## src/include/glb_defs.svh

```systemverilog
`ifndef GLB_DEFS_SVH
`define GLB_DEFS_SVH

// chain size
`define GLB_NUM_TILES       4
`define GLB_TILE_BITS       2

// bank geometry
`define GLB_BANK_WORDS      64
`define GLB_WORD_BITS       6

// processor word address with the tile index in the top bits
`define GLB_ADDR_WIDTH      (`GLB_TILE_BITS + `GLB_WORD_BITS)
`define GLB_DATA_WIDTH      32
`define GLB_STRB_WIDTH      (`GLB_DATA_WIDTH / 8)

// config address is tile index over register select
`define GLB_CFG_ADDR_WIDTH  4
`define GLB_CFG_DATA_WIDTH  32

`endif

```

## src/hw/glb_pkg.sv

```systemverilog
`include "glb_defs.svh"

package glb_pkg;

    typedef struct packed {
        logic                         wr_en;
        logic [`GLB_STRB_WIDTH-1:0]   wr_strb;
        logic [`GLB_ADDR_WIDTH-1:0]   wr_addr;
        logic [`GLB_DATA_WIDTH-1:0]   wr_data;
    } wr_packet_t;

    typedef struct packed {
        logic                         rd_en;
        logic [`GLB_ADDR_WIDTH-1:0]   rd_addr;
    } rdrq_packet_t;

    typedef struct packed {
        logic                         rd_data_valid;
        logic [`GLB_DATA_WIDTH-1:0]   rd_data;
    } rdrs_packet_t;

    typedef struct packed {
        wr_packet_t                   wr;
        rdrq_packet_t                 rdrq;
        rdrs_packet_t                 rdrs;
    } proc_packet_t;

    // one address shared by config writes and reads
    typedef struct packed {
        logic                             wr_en;
        logic                             rd_en;
        logic [`GLB_CFG_ADDR_WIDTH-1:0]   addr;
        logic [`GLB_CFG_DATA_WIDTH-1:0]   wr_data;
    } cfg_bus_t;

    typedef struct packed {
        logic                             rd_data_valid;
        logic [`GLB_CFG_DATA_WIDTH-1:0]   rd_data;
    } cfg_rd_t;

    // selects 2 and 3 are unmapped
    typedef enum logic [`GLB_CFG_ADDR_WIDTH-`GLB_TILE_BITS-1:0] {
        REG_CTRL = 0,
        REG_TAG  = 1
    } cfg_reg_e;

endpackage

```

## src/hw/glb_dummy_start.sv

```systemverilog
`timescale 1ns/1ps
`include "glb_defs.svh"

module glb_dummy_start (
    input  logic                              clk,
    input  logic                              reset,

    // processor
    input  logic                              proc_wr_en,
    input  logic [`GLB_STRB_WIDTH-1:0]        proc_wr_strb,
    input  logic [`GLB_ADDR_WIDTH-1:0]        proc_wr_addr,
    input  logic [`GLB_DATA_WIDTH-1:0]        proc_wr_data,
    input  logic                              proc_rd_en,
    input  logic [`GLB_ADDR_WIDTH-1:0]        proc_rd_addr,
    output logic [`GLB_DATA_WIDTH-1:0]        proc_rd_data,
    output logic                              proc_rd_data_valid,

    // configuration controller
    input  logic                              cfg_wr_en,
    input  logic                              cfg_rd_en,
    input  logic [`GLB_CFG_ADDR_WIDTH-1:0]    cfg_addr,
    input  logic [`GLB_CFG_DATA_WIDTH-1:0]    cfg_wr_data,
    output logic [`GLB_CFG_DATA_WIDTH-1:0]    cfg_rd_data,
    output logic                              cfg_rd_data_valid,

    // towards tile 0
    output glb_pkg::proc_packet_t             proc_packet_w2e,
    output glb_pkg::cfg_bus_t                 cfg_w2e,
    output glb_pkg::cfg_rd_t                  cfg_rd_w2e,

    // looped back from the east end
    input  glb_pkg::rdrs_packet_t             rdrs_ret,
    input  glb_pkg::cfg_rd_t                  cfg_rd_ret
);
    import glb_pkg::*;

    wr_packet_t   wr_q;
    rdrq_packet_t rdrq_q;
    cfg_bus_t     cfg_q;
    rdrs_packet_t rdrs_ret_q;
    cfg_rd_t      cfg_rd_ret_q;

    // one register stage each way
    always_ff @(posedge clk or posedge reset) begin
        if (reset) begin
            wr_q         <= '0;
            rdrq_q       <= '0;
            cfg_q        <= '0;
            rdrs_ret_q   <= '0;
            cfg_rd_ret_q <= '0;
        end else begin
            wr_q.wr_en     <= proc_wr_en;
            wr_q.wr_strb   <= proc_wr_strb;
            wr_q.wr_addr   <= proc_wr_addr;
            wr_q.wr_data   <= proc_wr_data;
            rdrq_q.rd_en   <= proc_rd_en;
            rdrq_q.rd_addr <= proc_rd_addr;
            cfg_q.wr_en    <= cfg_wr_en;
            cfg_q.rd_en    <= cfg_rd_en;
            cfg_q.addr     <= cfg_addr;
            cfg_q.wr_data  <= cfg_wr_data;
            rdrs_ret_q     <= rdrs_ret;
            cfg_rd_ret_q   <= cfg_rd_ret;
        end
    end

    // no response originates at the west end
    assign proc_packet_w2e = '{wr: wr_q, rdrq: rdrq_q, rdrs: '0};
    assign cfg_w2e         = cfg_q;
    assign cfg_rd_w2e      = '0;

    assign proc_rd_data       = rdrs_ret_q.rd_data;
    assign proc_rd_data_valid = rdrs_ret_q.rd_data_valid;
    assign cfg_rd_data        = cfg_rd_ret_q.rd_data;
    assign cfg_rd_data_valid  = cfg_rd_ret_q.rd_data_valid;

endmodule

```

## config.mk

```make
export PLATFORM = sky130hd
export DESIGN_NAME = glb_dummy_start
export DESIGN_NICKNAME = d
export VERILOG_FILES = /design/src/hw/glb_pkg.sv /design/src/hw/glb_dummy_start.sv
export VERILOG_INCLUDE_DIRS = /design/src /design/src/include
export SDC_FILE = /design/constraint.sdc
export NUM_CORES = 1
export LEC_CHECK = 0
export ABC_AREA = 1
export BUFFER_PORTS_ARGS = -buffer_cell sky130_fd_sc_hd__buf_2
export CORE_AREA = 5 5 146 148
export DETAILED_ROUTE_END_ITERATION = 10
export DIE_AREA = 0 0 151 153
export PLACE_DENSITY = 0.59
export SLEW_MARGIN = 30
export SYNTH_ARGS = -nofsm -noshare
export SYNTH_HDL_FRONTEND = slang
export SYNTH_SLANG_ARGS = --single-unit
```

## constraint.sdc

```tcl
create_clock -name clk -period 7.5 [get_ports clk]
set_input_delay 1.5 -clock clk [delete_from_list [all_inputs] [get_ports clk]]
set_output_delay 1.5 -clock clk [all_outputs]
set_load 0.03 [all_outputs]
```

==> impl_metrics.env <==
export IMPL_netlist_instances=226
export IMPL_fmax_mhz=392
export IMPL_tns_ns=0
export IMPL_ctsHoldBuffers=0
export IMPL_die_area_um2=23100
export IMPL_cp_start_kind="register"
export IMPL_finalCriticalPeriod_ns=2.55
export IMPL_cts_htree_levels=4
export IMPL_final_nets=722
export IMPL_place_congestion=0.869
export IMPL_critPathBufInv=1
export IMPL_syn_area_um2=4460
export IMPL_synth_cell_types=4
export IMPL_drt_initial_drc_count=54
export IMPL_grt_first_pass_wirelength_um=18800
export IMPL_holdPathEnd="cfg_w2e[34]$_DFF_PP0_"
export IMPL_rsz0062_at_grt="false"
export IMPL_num_rows=52
export IMPL_critical_path_max_stage_delay_ns=0.40
export IMPL_start_util_pct=22.4
export IMPL_synth_seq_cells=158
export IMPL_critPathKind="reg -> out"
export IMPL_fp_dieW_um=151
export IMPL_critical_path_top_delay_family="flip-flops"
export IMPL_crit_chain="buf_2"
export IMPL_hold_viol=0
export IMPL_first_global_vias=3001
export IMPL_routed_via_count=2820
export IMPL_cp_required_ns=6.00
export IMPL_worst_pin_slew_ns=0.772
export IMPL_fin_crit_sh_pct=34.0
export IMPL_core_area_um2=19900
export IMPL_finalWorstSetupSlack_ns=4.95
export IMPL_firstDrtPassIters=4
export IMPL_path_max_fanout=1
export IMPL_p_per_area_nw_per_um2=298
export IMPL_cts_setup_buffers=0
export IMPL_whs_path_depth=1
export IMPL_track_usage_pct=11.3
export IMPL_avgSynthCellArea_um2=19.7
export IMPL_preCtsSetupSlack_ns=4.35
export IMPL_root_buffer="clkbuf_16"
export IMPL_hp_class="in -> reg"
export IMPL_yosys_area_share_adder_pct=0
export IMPL_area_growth_pct=51.3
export IMPL_maxCapViolCount=0
export IMPL_wirelength_um=13400
export IMPL_synth_top_family_by_area="buffers and inverters"
export IMPL_pin_count=384
export IMPL_relSlewSlack_pct=48.5
export IMPL_wl_per_cell_um=15.8
export IMPL_clk_pin_slew_ns=0.08
export IMPL_io_buffers=317
export IMPL_cts_buffers=17
export IMPL_place_hpwl_um=10700
export IMPL_arrival_ns=1.05
export IMPL_status="finished clean"
export IMPL_yosysSeqAreaShare_pct=88.7
export IMPL_synth_compound_area_share_pct=0
export IMPL_synthSimpleGateAreaFrac_pct=0
export IMPL_cts_resized_gates=0
export IMPL_synthMuxAreaShare_pct=0
export IMPL_setup_violations=0
export IMPL_ant_nets=0
export IMPL_hp_start="cfg_addr[2]"
export IMPL_p_leak_nw=3.61
export IMPL_ys_warnings_count=0
export IMPL_cts_sinks=158
export IMPL_cts_path_max_buffers=2
export IMPL_drc=0
export IMPL_cp_end_kind="primary output"
export IMPL_overflow=0
export IMPL_path_depth=1
export IMPL_vias_per_cell=3.33
export IMPL_dieHeight_um=153
export IMPL_peakVddDrop_mv=0.141
export IMPL_grt_antenna_before_repair=2
export IMPL_final_max_slew_violation_count=0
export IMPL_cpMaxStageDelayCell="dfrtp_1"
export IMPL_synth_xor_area_share_pct=0
export IMPL_grt_max_degree=96
export IMPL_drive_gt1_share_pct=61.0
export IMPL_cts_tree="built"
[through the flow]
step                      cell area (um^2)  std cells  hold slack, ns  power (mW)  utilization [%]
after detailed placement              6140        813            1.61        1.17             30.9
after CTS                             6740        845            1.16        2.05             33.8
after global placement                6140        813            1.61        1.17             30.9
after floorplan                       4700        291            1.53        1.10                -
after global routing                  6740        845            1.15        2.11             33.9
final                                 6740        846            1.17        2.01             33.9
[flip-flops by register name, summed over array words and instances, names as in the netlist]
name	flops
cfg_w2e	38
proc_rd_data	32
proc_packet_w2e	54
cfg_rd_data_valid	1
cfg_rd_data	32
proc_rd_data_valid	1
[worst max path at each step]
stage	startpoint	endpoint	slack, ns
2_1_floorplan	reset	cfg_rd_data[0]$_DFF_PP0_	1.74
3_3_place_gp	reset	cfg_w2e[36]$_DFF_PP0_	4.37
3_5_place_dp	reset	cfg_w2e[36]$_DFF_PP0_	4.35
4_1_cts	reset	proc_packet_w2e[69]$_DFF_PP0_	4.82
5_1_grt	reset	proc_packet_w2e[69]$_DFF_PP0_	4.73
6_report	proc_packet_w2e[74]$_DFF_PP0_	proc_packet_w2e[74]	4.95
[cells in the final DEF, fill, tap and decap left out, drive strengths merged]
cell / count
clkinv: 4
clkbuf: 18
conb: 66
diode: 1
dfrtp: 158
buf: 318
inv: 11
[kinds of logic (layout without fill, tap and decap cells)]
group / after synthesis / after routing
flip-flops: 158 / 158
buffers and inverters: 67 / 351
other: 1 / 67
[report_power, final]
group | switching (mW) | leakage (nW) | total (mW) | internal (mW)
combinational | 0.185 | 1.47 | 0.244 | 0.0588
sequential | 0.0108 | 1.84 | 0.905 | 0.894
clock | 0.399 | 0.294 | 0.858 | 0.458
[synthesized netlist by cell type, drive strengths merged]
master	instances	share of area, %
conb	1	0.084
buf	66	11
dfrtp	158	89
inv	1	0.084
[area by class of cell]
type                    count  area [um^2]
repair buffers            318         1590
well taps                 270          338
clock buffers              18          439
diodes                      1         2.50
multi-input cells          66          248
fillers                  1984        13200
clock inverters            14          158
inverters                   1         11.3
flip-flops and latches    158         3950
[routing by layer]
layer  track usage [%]  up-vias  routed length (um)
li1                  -     1241                   -
met1              13.0     1347                4670
met2              18.4      216                6730
met3              4.86       14                1730
met4              4.40        2                 227
met5                 0        -                  13
No activity file was read; power rests on OpenSTA's default activity.
