**src/include/glb_defs.svh**
```systemverilog
`ifndef GLB_DEFS_SVH
`define GLB_DEFS_SVH

// chain size
`define GLB_NUM_TILES       4
`define GLB_TILE_BITS       2

// bank geometry
`define GLB_BANK_WORDS      64
`define GLB_WORD_BITS       6

// processor word address with the tile index in the top bits
`define GLB_ADDR_WIDTH      (`GLB_TILE_BITS + `GLB_WORD_BITS)
`define GLB_DATA_WIDTH      32
`define GLB_STRB_WIDTH      (`GLB_DATA_WIDTH / 8)

// config address is tile index over register select
`define GLB_CFG_ADDR_WIDTH  4
`define GLB_CFG_DATA_WIDTH  32

`endif

```
**src/hw/glb_pkg.sv**
```systemverilog
`include "glb_defs.svh"

package glb_pkg;

    typedef struct packed {
        logic                         wr_en;
        logic [`GLB_STRB_WIDTH-1:0]   wr_strb;
        logic [`GLB_ADDR_WIDTH-1:0]   wr_addr;
        logic [`GLB_DATA_WIDTH-1:0]   wr_data;
    } wr_packet_t;

    typedef struct packed {
        logic                         rd_en;
        logic [`GLB_ADDR_WIDTH-1:0]   rd_addr;
    } rdrq_packet_t;

    typedef struct packed {
        logic                         rd_data_valid;
        logic [`GLB_DATA_WIDTH-1:0]   rd_data;
    } rdrs_packet_t;

    typedef struct packed {
        wr_packet_t                   wr;
        rdrq_packet_t                 rdrq;
        rdrs_packet_t                 rdrs;
    } proc_packet_t;

    // one address shared by config writes and reads
    typedef struct packed {
        logic                             wr_en;
        logic                             rd_en;
        logic [`GLB_CFG_ADDR_WIDTH-1:0]   addr;
        logic [`GLB_CFG_DATA_WIDTH-1:0]   wr_data;
    } cfg_bus_t;

    typedef struct packed {
        logic                             rd_data_valid;
        logic [`GLB_CFG_DATA_WIDTH-1:0]   rd_data;
    } cfg_rd_t;

    // selects 2 and 3 are unmapped
    typedef enum logic [`GLB_CFG_ADDR_WIDTH-`GLB_TILE_BITS-1:0] {
        REG_CTRL = 0,
        REG_TAG  = 1
    } cfg_reg_e;

endpackage

```
**src/hw/glb_bank.sv**
```systemverilog
`timescale 1ns/1ps
`include "glb_defs.svh"

module glb_bank (
    input  logic                          clk,
    input  logic                          wr_en,
    input  logic                          rd_en,
    input  logic [`GLB_STRB_WIDTH-1:0]    strb,
    input  logic [`GLB_WORD_BITS-1:0]     addr,
    input  logic [`GLB_DATA_WIDTH-1:0]    wr_data,
    input  logic                          reset,
    output glb_pkg::rdrs_packet_t         own_rdrs
);

    logic [`GLB_DATA_WIDTH-1:0] mem [`GLB_BANK_WORDS];
    logic [`GLB_DATA_WIDTH-1:0] rd_data_q;
    logic                       rd_valid_q;

    // byte lanes written under strobe
    always_ff @(posedge clk) begin
        if (wr_en) begin
            for (int b = 0; b < `GLB_STRB_WIDTH; b++) begin
                if (strb[b]) begin
                    mem[addr][b*8 +: 8] <= wr_data[b*8 +: 8];
                end
            end
        end
        // read-first on a shared cycle
        if (rd_en) begin
            rd_data_q <= mem[addr];
        end
    end

    always_ff @(posedge clk or posedge reset) begin
        if (reset) begin
            rd_valid_q <= 1'b0;
        end else begin
            rd_valid_q <= rd_en;
        end
    end

    assign own_rdrs.rd_data_valid = rd_valid_q;
    assign own_rdrs.rd_data       = rd_data_q;

endmodule

```
**src/hw/glb_packet_pipe.sv**
```systemverilog
`timescale 1ns/1ps
`include "glb_defs.svh"

module glb_packet_pipe (
    input  logic                      clk,
    input  logic                      reset,
    input  glb_pkg::proc_packet_t     proc_in,
    input  glb_pkg::cfg_bus_t         cfg_in,
    input  glb_pkg::cfg_rd_t          cfg_rd_in,
    input  glb_pkg::rdrs_packet_t     own_rdrs,
    input  glb_pkg::cfg_rd_t          own_cfg_rd,
    output glb_pkg::proc_packet_t     proc_out,
    output glb_pkg::cfg_bus_t         cfg_out,
    output glb_pkg::cfg_rd_t          cfg_rd_out
);
    import glb_pkg::*;

    proc_packet_t proc_q;
    cfg_bus_t     cfg_q;
    cfg_rd_t      cfg_rd_q;

    always_ff @(posedge clk or posedge reset) begin
        if (reset) begin
            proc_q   <= '0;
            cfg_q    <= '0;
            cfg_rd_q <= '0;
        end else begin
            proc_q   <= proc_in;
            cfg_q    <= cfg_in;
            cfg_rd_q <= cfg_rd_in;
        end
    end

    // equal latency per read means own and passing responses never share a slot
    assign proc_out = '{
        wr:   proc_q.wr,
        rdrq: proc_q.rdrq,
        rdrs: own_rdrs.rd_data_valid ? own_rdrs : proc_q.rdrs
    };

    assign cfg_out    = cfg_q;
    assign cfg_rd_out = own_cfg_rd.rd_data_valid ? own_cfg_rd : cfg_rd_q;

endmodule

```
**src/hw/glb_tile.sv**
```systemverilog
`timescale 1ns/1ps
`include "glb_defs.svh"

module glb_tile #(
    parameter int TILE_ID = 0
) (
    input  logic                      clk,
    input  logic                      reset,
    input  glb_pkg::proc_packet_t     proc_in,
    output glb_pkg::proc_packet_t     proc_out,
    input  glb_pkg::cfg_bus_t         cfg_in,
    output glb_pkg::cfg_bus_t         cfg_out,
    input  glb_pkg::cfg_rd_t          cfg_rd_in,
    output glb_pkg::cfg_rd_t          cfg_rd_out
);
    import glb_pkg::*;

    logic                         bank_wr_en;
    logic                         bank_rd_en;
    logic [`GLB_STRB_WIDTH-1:0]   bank_strb;
    logic [`GLB_WORD_BITS-1:0]    bank_addr;
    rdrs_packet_t                 own_rdrs;
    cfg_rd_t                      own_cfg_rd;

    glb_tile_ctrl #(
        .TILE_ID (TILE_ID)
    ) u_ctrl (
        .clk        (clk),
        .reset      (reset),
        .proc_in    (proc_in),
        .cfg_in     (cfg_in),
        .bank_wr_en (bank_wr_en),
        .bank_rd_en (bank_rd_en),
        .bank_strb  (bank_strb),
        .bank_addr  (bank_addr),
        .own_cfg_rd (own_cfg_rd)
    );

    glb_bank u_bank (
        .clk      (clk),
        .wr_en    (bank_wr_en),
        .rd_en    (bank_rd_en),
        .strb     (bank_strb),
        .addr     (bank_addr),
        .wr_data  (proc_in.wr.wr_data),
        .reset    (reset),
        .own_rdrs (own_rdrs)
    );

    glb_packet_pipe u_pipe (
        .clk        (clk),
        .reset      (reset),
        .proc_in    (proc_in),
        .cfg_in     (cfg_in),
        .cfg_rd_in  (cfg_rd_in),
        .own_rdrs   (own_rdrs),
        .own_cfg_rd (own_cfg_rd),
        .proc_out   (proc_out),
        .cfg_out    (cfg_out),
        .cfg_rd_out (cfg_rd_out)
    );

endmodule

```
**src/hw/glb_tile_ctrl.sv**
```systemverilog
`timescale 1ns/1ps
`include "glb_defs.svh"

module glb_tile_ctrl #(
    parameter int TILE_ID = 0
) (
    input  logic                          clk,
    input  logic                          reset,
    input  glb_pkg::proc_packet_t         proc_in,
    input  glb_pkg::cfg_bus_t             cfg_in,
    output logic                          bank_wr_en,
    output logic                          bank_rd_en,
    output logic [`GLB_STRB_WIDTH-1:0]    bank_strb,
    output logic [`GLB_WORD_BITS-1:0]     bank_addr,
    output glb_pkg::cfg_rd_t              own_cfg_rd
);
    import glb_pkg::*;

    localparam int REG_BITS = `GLB_CFG_ADDR_WIDTH - `GLB_TILE_BITS;
    localparam logic [`GLB_TILE_BITS-1:0] TILE_SEL = TILE_ID[`GLB_TILE_BITS-1:0];

    logic                           wr_hit;
    logic                           rd_hit;
    logic                           cfg_hit;
    cfg_reg_e                       cfg_sel;
    logic [`GLB_CFG_DATA_WIDTH-1:0] ctrl_reg;
    logic [`GLB_CFG_DATA_WIDTH-1:0] tag_reg;
    logic [`GLB_CFG_DATA_WIDTH-1:0] cfg_rd_mux;

    // ownership from the top address bits
    assign wr_hit  = proc_in.wr.wr_en &&
                     (proc_in.wr.wr_addr[`GLB_ADDR_WIDTH-1 -: `GLB_TILE_BITS] == TILE_SEL);
    assign rd_hit  = proc_in.rdrq.rd_en &&
                     (proc_in.rdrq.rd_addr[`GLB_ADDR_WIDTH-1 -: `GLB_TILE_BITS] == TILE_SEL);
    assign cfg_hit = cfg_in.addr[`GLB_CFG_ADDR_WIDTH-1 -: `GLB_TILE_BITS] == TILE_SEL;
    assign cfg_sel = cfg_reg_e'(cfg_in.addr[REG_BITS-1:0]);

    // ctrl bit 0 is write protect
    assign bank_wr_en = wr_hit && !ctrl_reg[0];
    assign bank_rd_en = rd_hit;
    assign bank_strb  = proc_in.wr.wr_strb;
    // single port, so a same-tile read in a write cycle uses the write address
    assign bank_addr  = bank_wr_en ? proc_in.wr.wr_addr[`GLB_WORD_BITS-1:0]
                                   : proc_in.rdrq.rd_addr[`GLB_WORD_BITS-1:0];

    always_comb begin
        case (cfg_sel)
            REG_CTRL: cfg_rd_mux = ctrl_reg;
            REG_TAG:  cfg_rd_mux = tag_reg;
            default:  cfg_rd_mux = '0;
        endcase
    end

    always_ff @(posedge clk or posedge reset) begin
        if (reset) begin
            ctrl_reg   <= '0;
            tag_reg    <= '0;
            own_cfg_rd <= '0;
        end else begin
            if (cfg_in.wr_en && cfg_hit) begin
                case (cfg_sel)
                    REG_CTRL: ctrl_reg <= cfg_in.wr_data;
                    REG_TAG:  tag_reg  <= cfg_in.wr_data;
                    default:  ;
                endcase
            end
            // answer lands in the pipe output slot
            own_cfg_rd.rd_data_valid <= cfg_in.rd_en && cfg_hit;
            own_cfg_rd.rd_data       <= cfg_rd_mux;
        end
    end

endmodule

```
**config.mk**
```make
export PLATFORM = sky130hd
export DESIGN_NAME = glb_tile
export DESIGN_NICKNAME = d
export VERILOG_FILES = /design/src/hw/glb_pkg.sv /design/src/hw/glb_bank.sv /design/src/hw/glb_packet_pipe.sv /design/src/hw/glb_tile.sv /design/src/hw/glb_tile_ctrl.sv
export VERILOG_INCLUDE_DIRS = /design/src /design/src/include
export SDC_FILE = /design/constraint.sdc
export NUM_CORES = 2
export LEC_CHECK = 0
export ABC_AREA = 1
export BUFFER_PORTS_ARGS = -buffer_cell sky130_fd_sc_hd__buf_2
export CAP_MARGIN = 25
export CORE_ASPECT_RATIO = 0.8
export CORE_MARGIN = 4
export CORE_UTILIZATION = 55
export DETAILED_ROUTE_END_ITERATION = 8
export PLACE_DENSITY = 0.72
export SETUP_SLACK_MARGIN = 0.3
export SLEW_MARGIN = 20
export SYNTH_ARGS = -nofsm -noshare
export SYNTH_HDL_FRONTEND = slang
export SYNTH_SLANG_ARGS = --single-unit
export TNS_END_PERCENT = 100
```
**constraint.sdc**
```tcl
create_clock -name clk -period 9.2 [get_ports clk]
set_input_delay 0.46 -clock clk [delete_from_list [all_inputs] [get_ports clk]]
set_output_delay 0.46 -clock clk [all_outputs]
set_load 0.005 [all_outputs]
```
==> results.py <==
metrics = {
    "status": {
        "status": "finished clean",
    },
    "finish": {
        "largest-register": "u_bank.mem",
        "nNetsFinal": 9984,
        "largest_reg_flops": 2048,
        "final_cell_mix": "nand2_1 (2,928), edfxtp_1 (2,080), inv_1 (1,996), nand3_1 (932), nor2_1 (385)",
        "final_common_cell": "nand2_1",
        "area_growth_pct": 11.4,
        "drive_gt1_frac": 0.0762,
        "fin_cells": 12400,
    },
    "worst_setup_path": {
        "crit_chain": "nor2_4, nand2_1, inv_2, nand2_1, nand2_2, inv_2, nor3_4, buf_4, nand2_1, nor2_1",
        "end_kind": "flip-flop",
        "path_buf_inv": 3,
        "critPathMaxStageDelay_ns": 0.82,
        "path_max_fanout": 24,
        "cpMaxStageDelayCell": "nor2_1",
        "path_delay_family": "simple AND/OR/NAND/NOR gates",
        "crit_path_frequent_cell": "nand2_1",
        "critPathRequiredTime_ns": 9.65,
        "critPathLaunchType": "flip-flop",
        "path_class": "reg -> reg",
        "worstPathArrival_ns": 5.53,
    },
    "die": {
        "die_h_um": 387,
        "die-area_sq_um": 186000,
        "ios": 318,
        "core_sq_um": 178000,
        "initial_core_util": 0.555,
        "rows": 138,
        "die_w_um": 482,
    },
    "timing": {
        "layout_min_cycle_time_ns": 5.08,
        "slew_headroom": 0.238,
        "hold_viol": 0,
        "setup_violations": 0,
        "fin_crit_sh": 0.552,
        "grt_setup_unrepaired": "no",
        "fin_skew_ns": 0.0438,
        "whs_ns": 0.239,
        "fin_ws_ns": 4.12,
        "fmax_mhz": 197,
        "fin_tns_setup_ns": 0,
        "tightest_slew_ns": 1.14,
        "slew_viol_final": 0,
    },
    "grt": {
        "grt_pass1_wl_um": 390000,
        "first_global_vias": 63200,
        "grt_usage": 0.281,
        "grt-ovfl-total": 0,
        "grt_max_degree": 213,
        "antenna_found_initial": 35,
    },
    "job": {
        "drv_cap": 0,
    },
    "synthesis": {
        "synthArstFlopShare": 0.110,
        "synth-edff-count": 2080,
        "syn_nets": 9714,
        "synth_top_area_cell": "edfxtp_1",
        "synth-seq-cells": 2336,
        "ys.flop_type": "edfxtp_1",
        "synth.distinct_cells": 26,
        "synthTopCellsByArea": "edfxtp_1 (63%), nand2_1 (11%), inv_1 (7.6%), dfrtp_1 (6.5%), nand3_1 (4.7%)",
        "ys_warn_count": 0,
        "syn_area_sq_um": 98700,
        "syn_inst": 9554,
        "ys_seq_area_frac": 0.698,
        "synth_top_area_frac": 0.633,
        "avgSynthCellArea_sq_um": 10.3,
    },
    "clock_tree": {
        "h-tree-depth": 4,
        "postCtsSetupBuffers": 0,
        "tritoncts.num_buffers": 216,
        "path_clk_slew_ns": 0.06,
        "cts-root-buf": "clkbuf_16",
        "cts_tree": "yes",
        "clockBufferDepth": 3,
        "cts_sinks": 2336,
        "clk_latency_ns": 0.85,
    },
    "placement": {
        "place_inst": 11900,
        "place.gp.congestion": 0.877,
        "pre_cts_ws_ns": 4.13,
        "hpwl_um": 153000,
        "place.port_buffers": 317,
    },
    "power_and_ir_drop": {
        "ir_drop_mv": 0.158,
        "leakage_nw": 48.4,
        "p_per_area_nw_per_um2": 201,
    },
    "route": {
        "antenna_left": 0,
        "drcViolationCount": 0,
        "drt_wl_total_um": 266000,
        "viasPerCell": 5.34,
        "route.vias.total": 66200,
        "drt-initial-drc-count": 8904,
        "drtPass1Iterations": 8,
        "wire_per_inst_um": 21.4,
    },
    "worst_hold_path": {
        "min_path_type": "in -> reg",
    },
}
-- stage by stage --
step | instance area [sq um] | power, W | utilization
4_1_cts | 110000 | 0.0221 | 0.618
5_1_grt | 110000 | 0.0228 | 0.619
3_3_place_gp | 102000 | 0.0135 | 0.572
6_report | 110000 | 0.0221 | 0.619
3_5_place_dp | 102000 | 0.0135 | 0.573
2_1_floorplan | 98700 | 0.0128 | -
-- metal layers --
| layer | global-route usage | part of all wire | vias up | wire (um) |
|---|---|---|---|---|
| li1 | - | - | 30600 | - |
| met1 | 0.385 | 0.39 | 31400 | 103000 |
| met2 | 0.421 | 0.44 | 3576 | 118000 |
| met3 | 0.0784 | 0.12 | 584 | 32700 |
| met4 | 0.120 | 0.045 | 22 | 11900 |
| met5 | 0.0114 | 0.0010 | - | 265 |
-- cell usage after synthesis, types with 7 or more instances --
master	count
nor2_1	387
nor3_2	7
edfxtp_1	2080
o211ai_1	32
nand4_1	32
nand3_1	934
o21ai_0	204
dfrtp_1	256
a22o_1	32
clkbuf_1	148
nand2_1	2933
inv_1	1998
buf_4	72
buf_2	249
nor2_2	10
o21ai_1	148
buf_1	10
-- cells by family after synthesis --
family	count (synthesis)	synth area share
compound gates	417	0.0233
buf+inv	2484	0.101
flops	2336	0.698
simple gates	4317	0.178
-- report_power, final --
group	internal (W)	total, W	switching, W
Clock	0.00487	0.00875	0.00388
Combinational	0.000407	0.00159	0.00119
Sequential	0.0117	0.0118	0.0000602
-- final timing paths --
path	start	endpoint	slack, ns	cells after the start
max in group asynchronous	reset	u_pipe.proc_out[47]$_DFF_PP0_	7.46	4
worst max register to register	u_ctrl.ctrl_reg[0]$_DFFE_PP0P_	u_bank.mem[58][26]$_DFFE_PP_	4.12	10
min in group asynchronous	reset	u_pipe.proc_out[59]$_DFF_PP0_	0.29	3
worst max-delay path	u_ctrl.ctrl_reg[0]$_DFFE_PP0P_	u_bank.mem[58][26]$_DFFE_PP_	4.12	10
worst min register to register	u_ctrl.tag_reg[3]$_DFFE_PP0P_	u_ctrl.tag_reg[3]$_DFFE_PP0P_	0.49	2
worst min-delay path	proc_in[14]	u_pipe.proc_q[14]$_DFF_PP0_	0.24	2
-- cell type report --
cell class / instances / area [sq um]
flip-flops and latches: 2336 / 68900
fillers: 13700 / 67700
multi-input cells: 4734 / 20000
inverters: 2002 / 7520
clock buffers: 302 / 6110
repair buffers: 534 / 3660
well taps: 2380 / 2980
clock inverters: 94 / 751
diodes: 18 / 45.0
-- repair_timing --
| action | CTS | global route |
|---|---|---|
| hold buffers | 127 | 0 |
| gates resized for setup | 0 | 0 |
| endpoints found under the hold margin | 284 | 0 |
(Power assumes the default switching activity.)
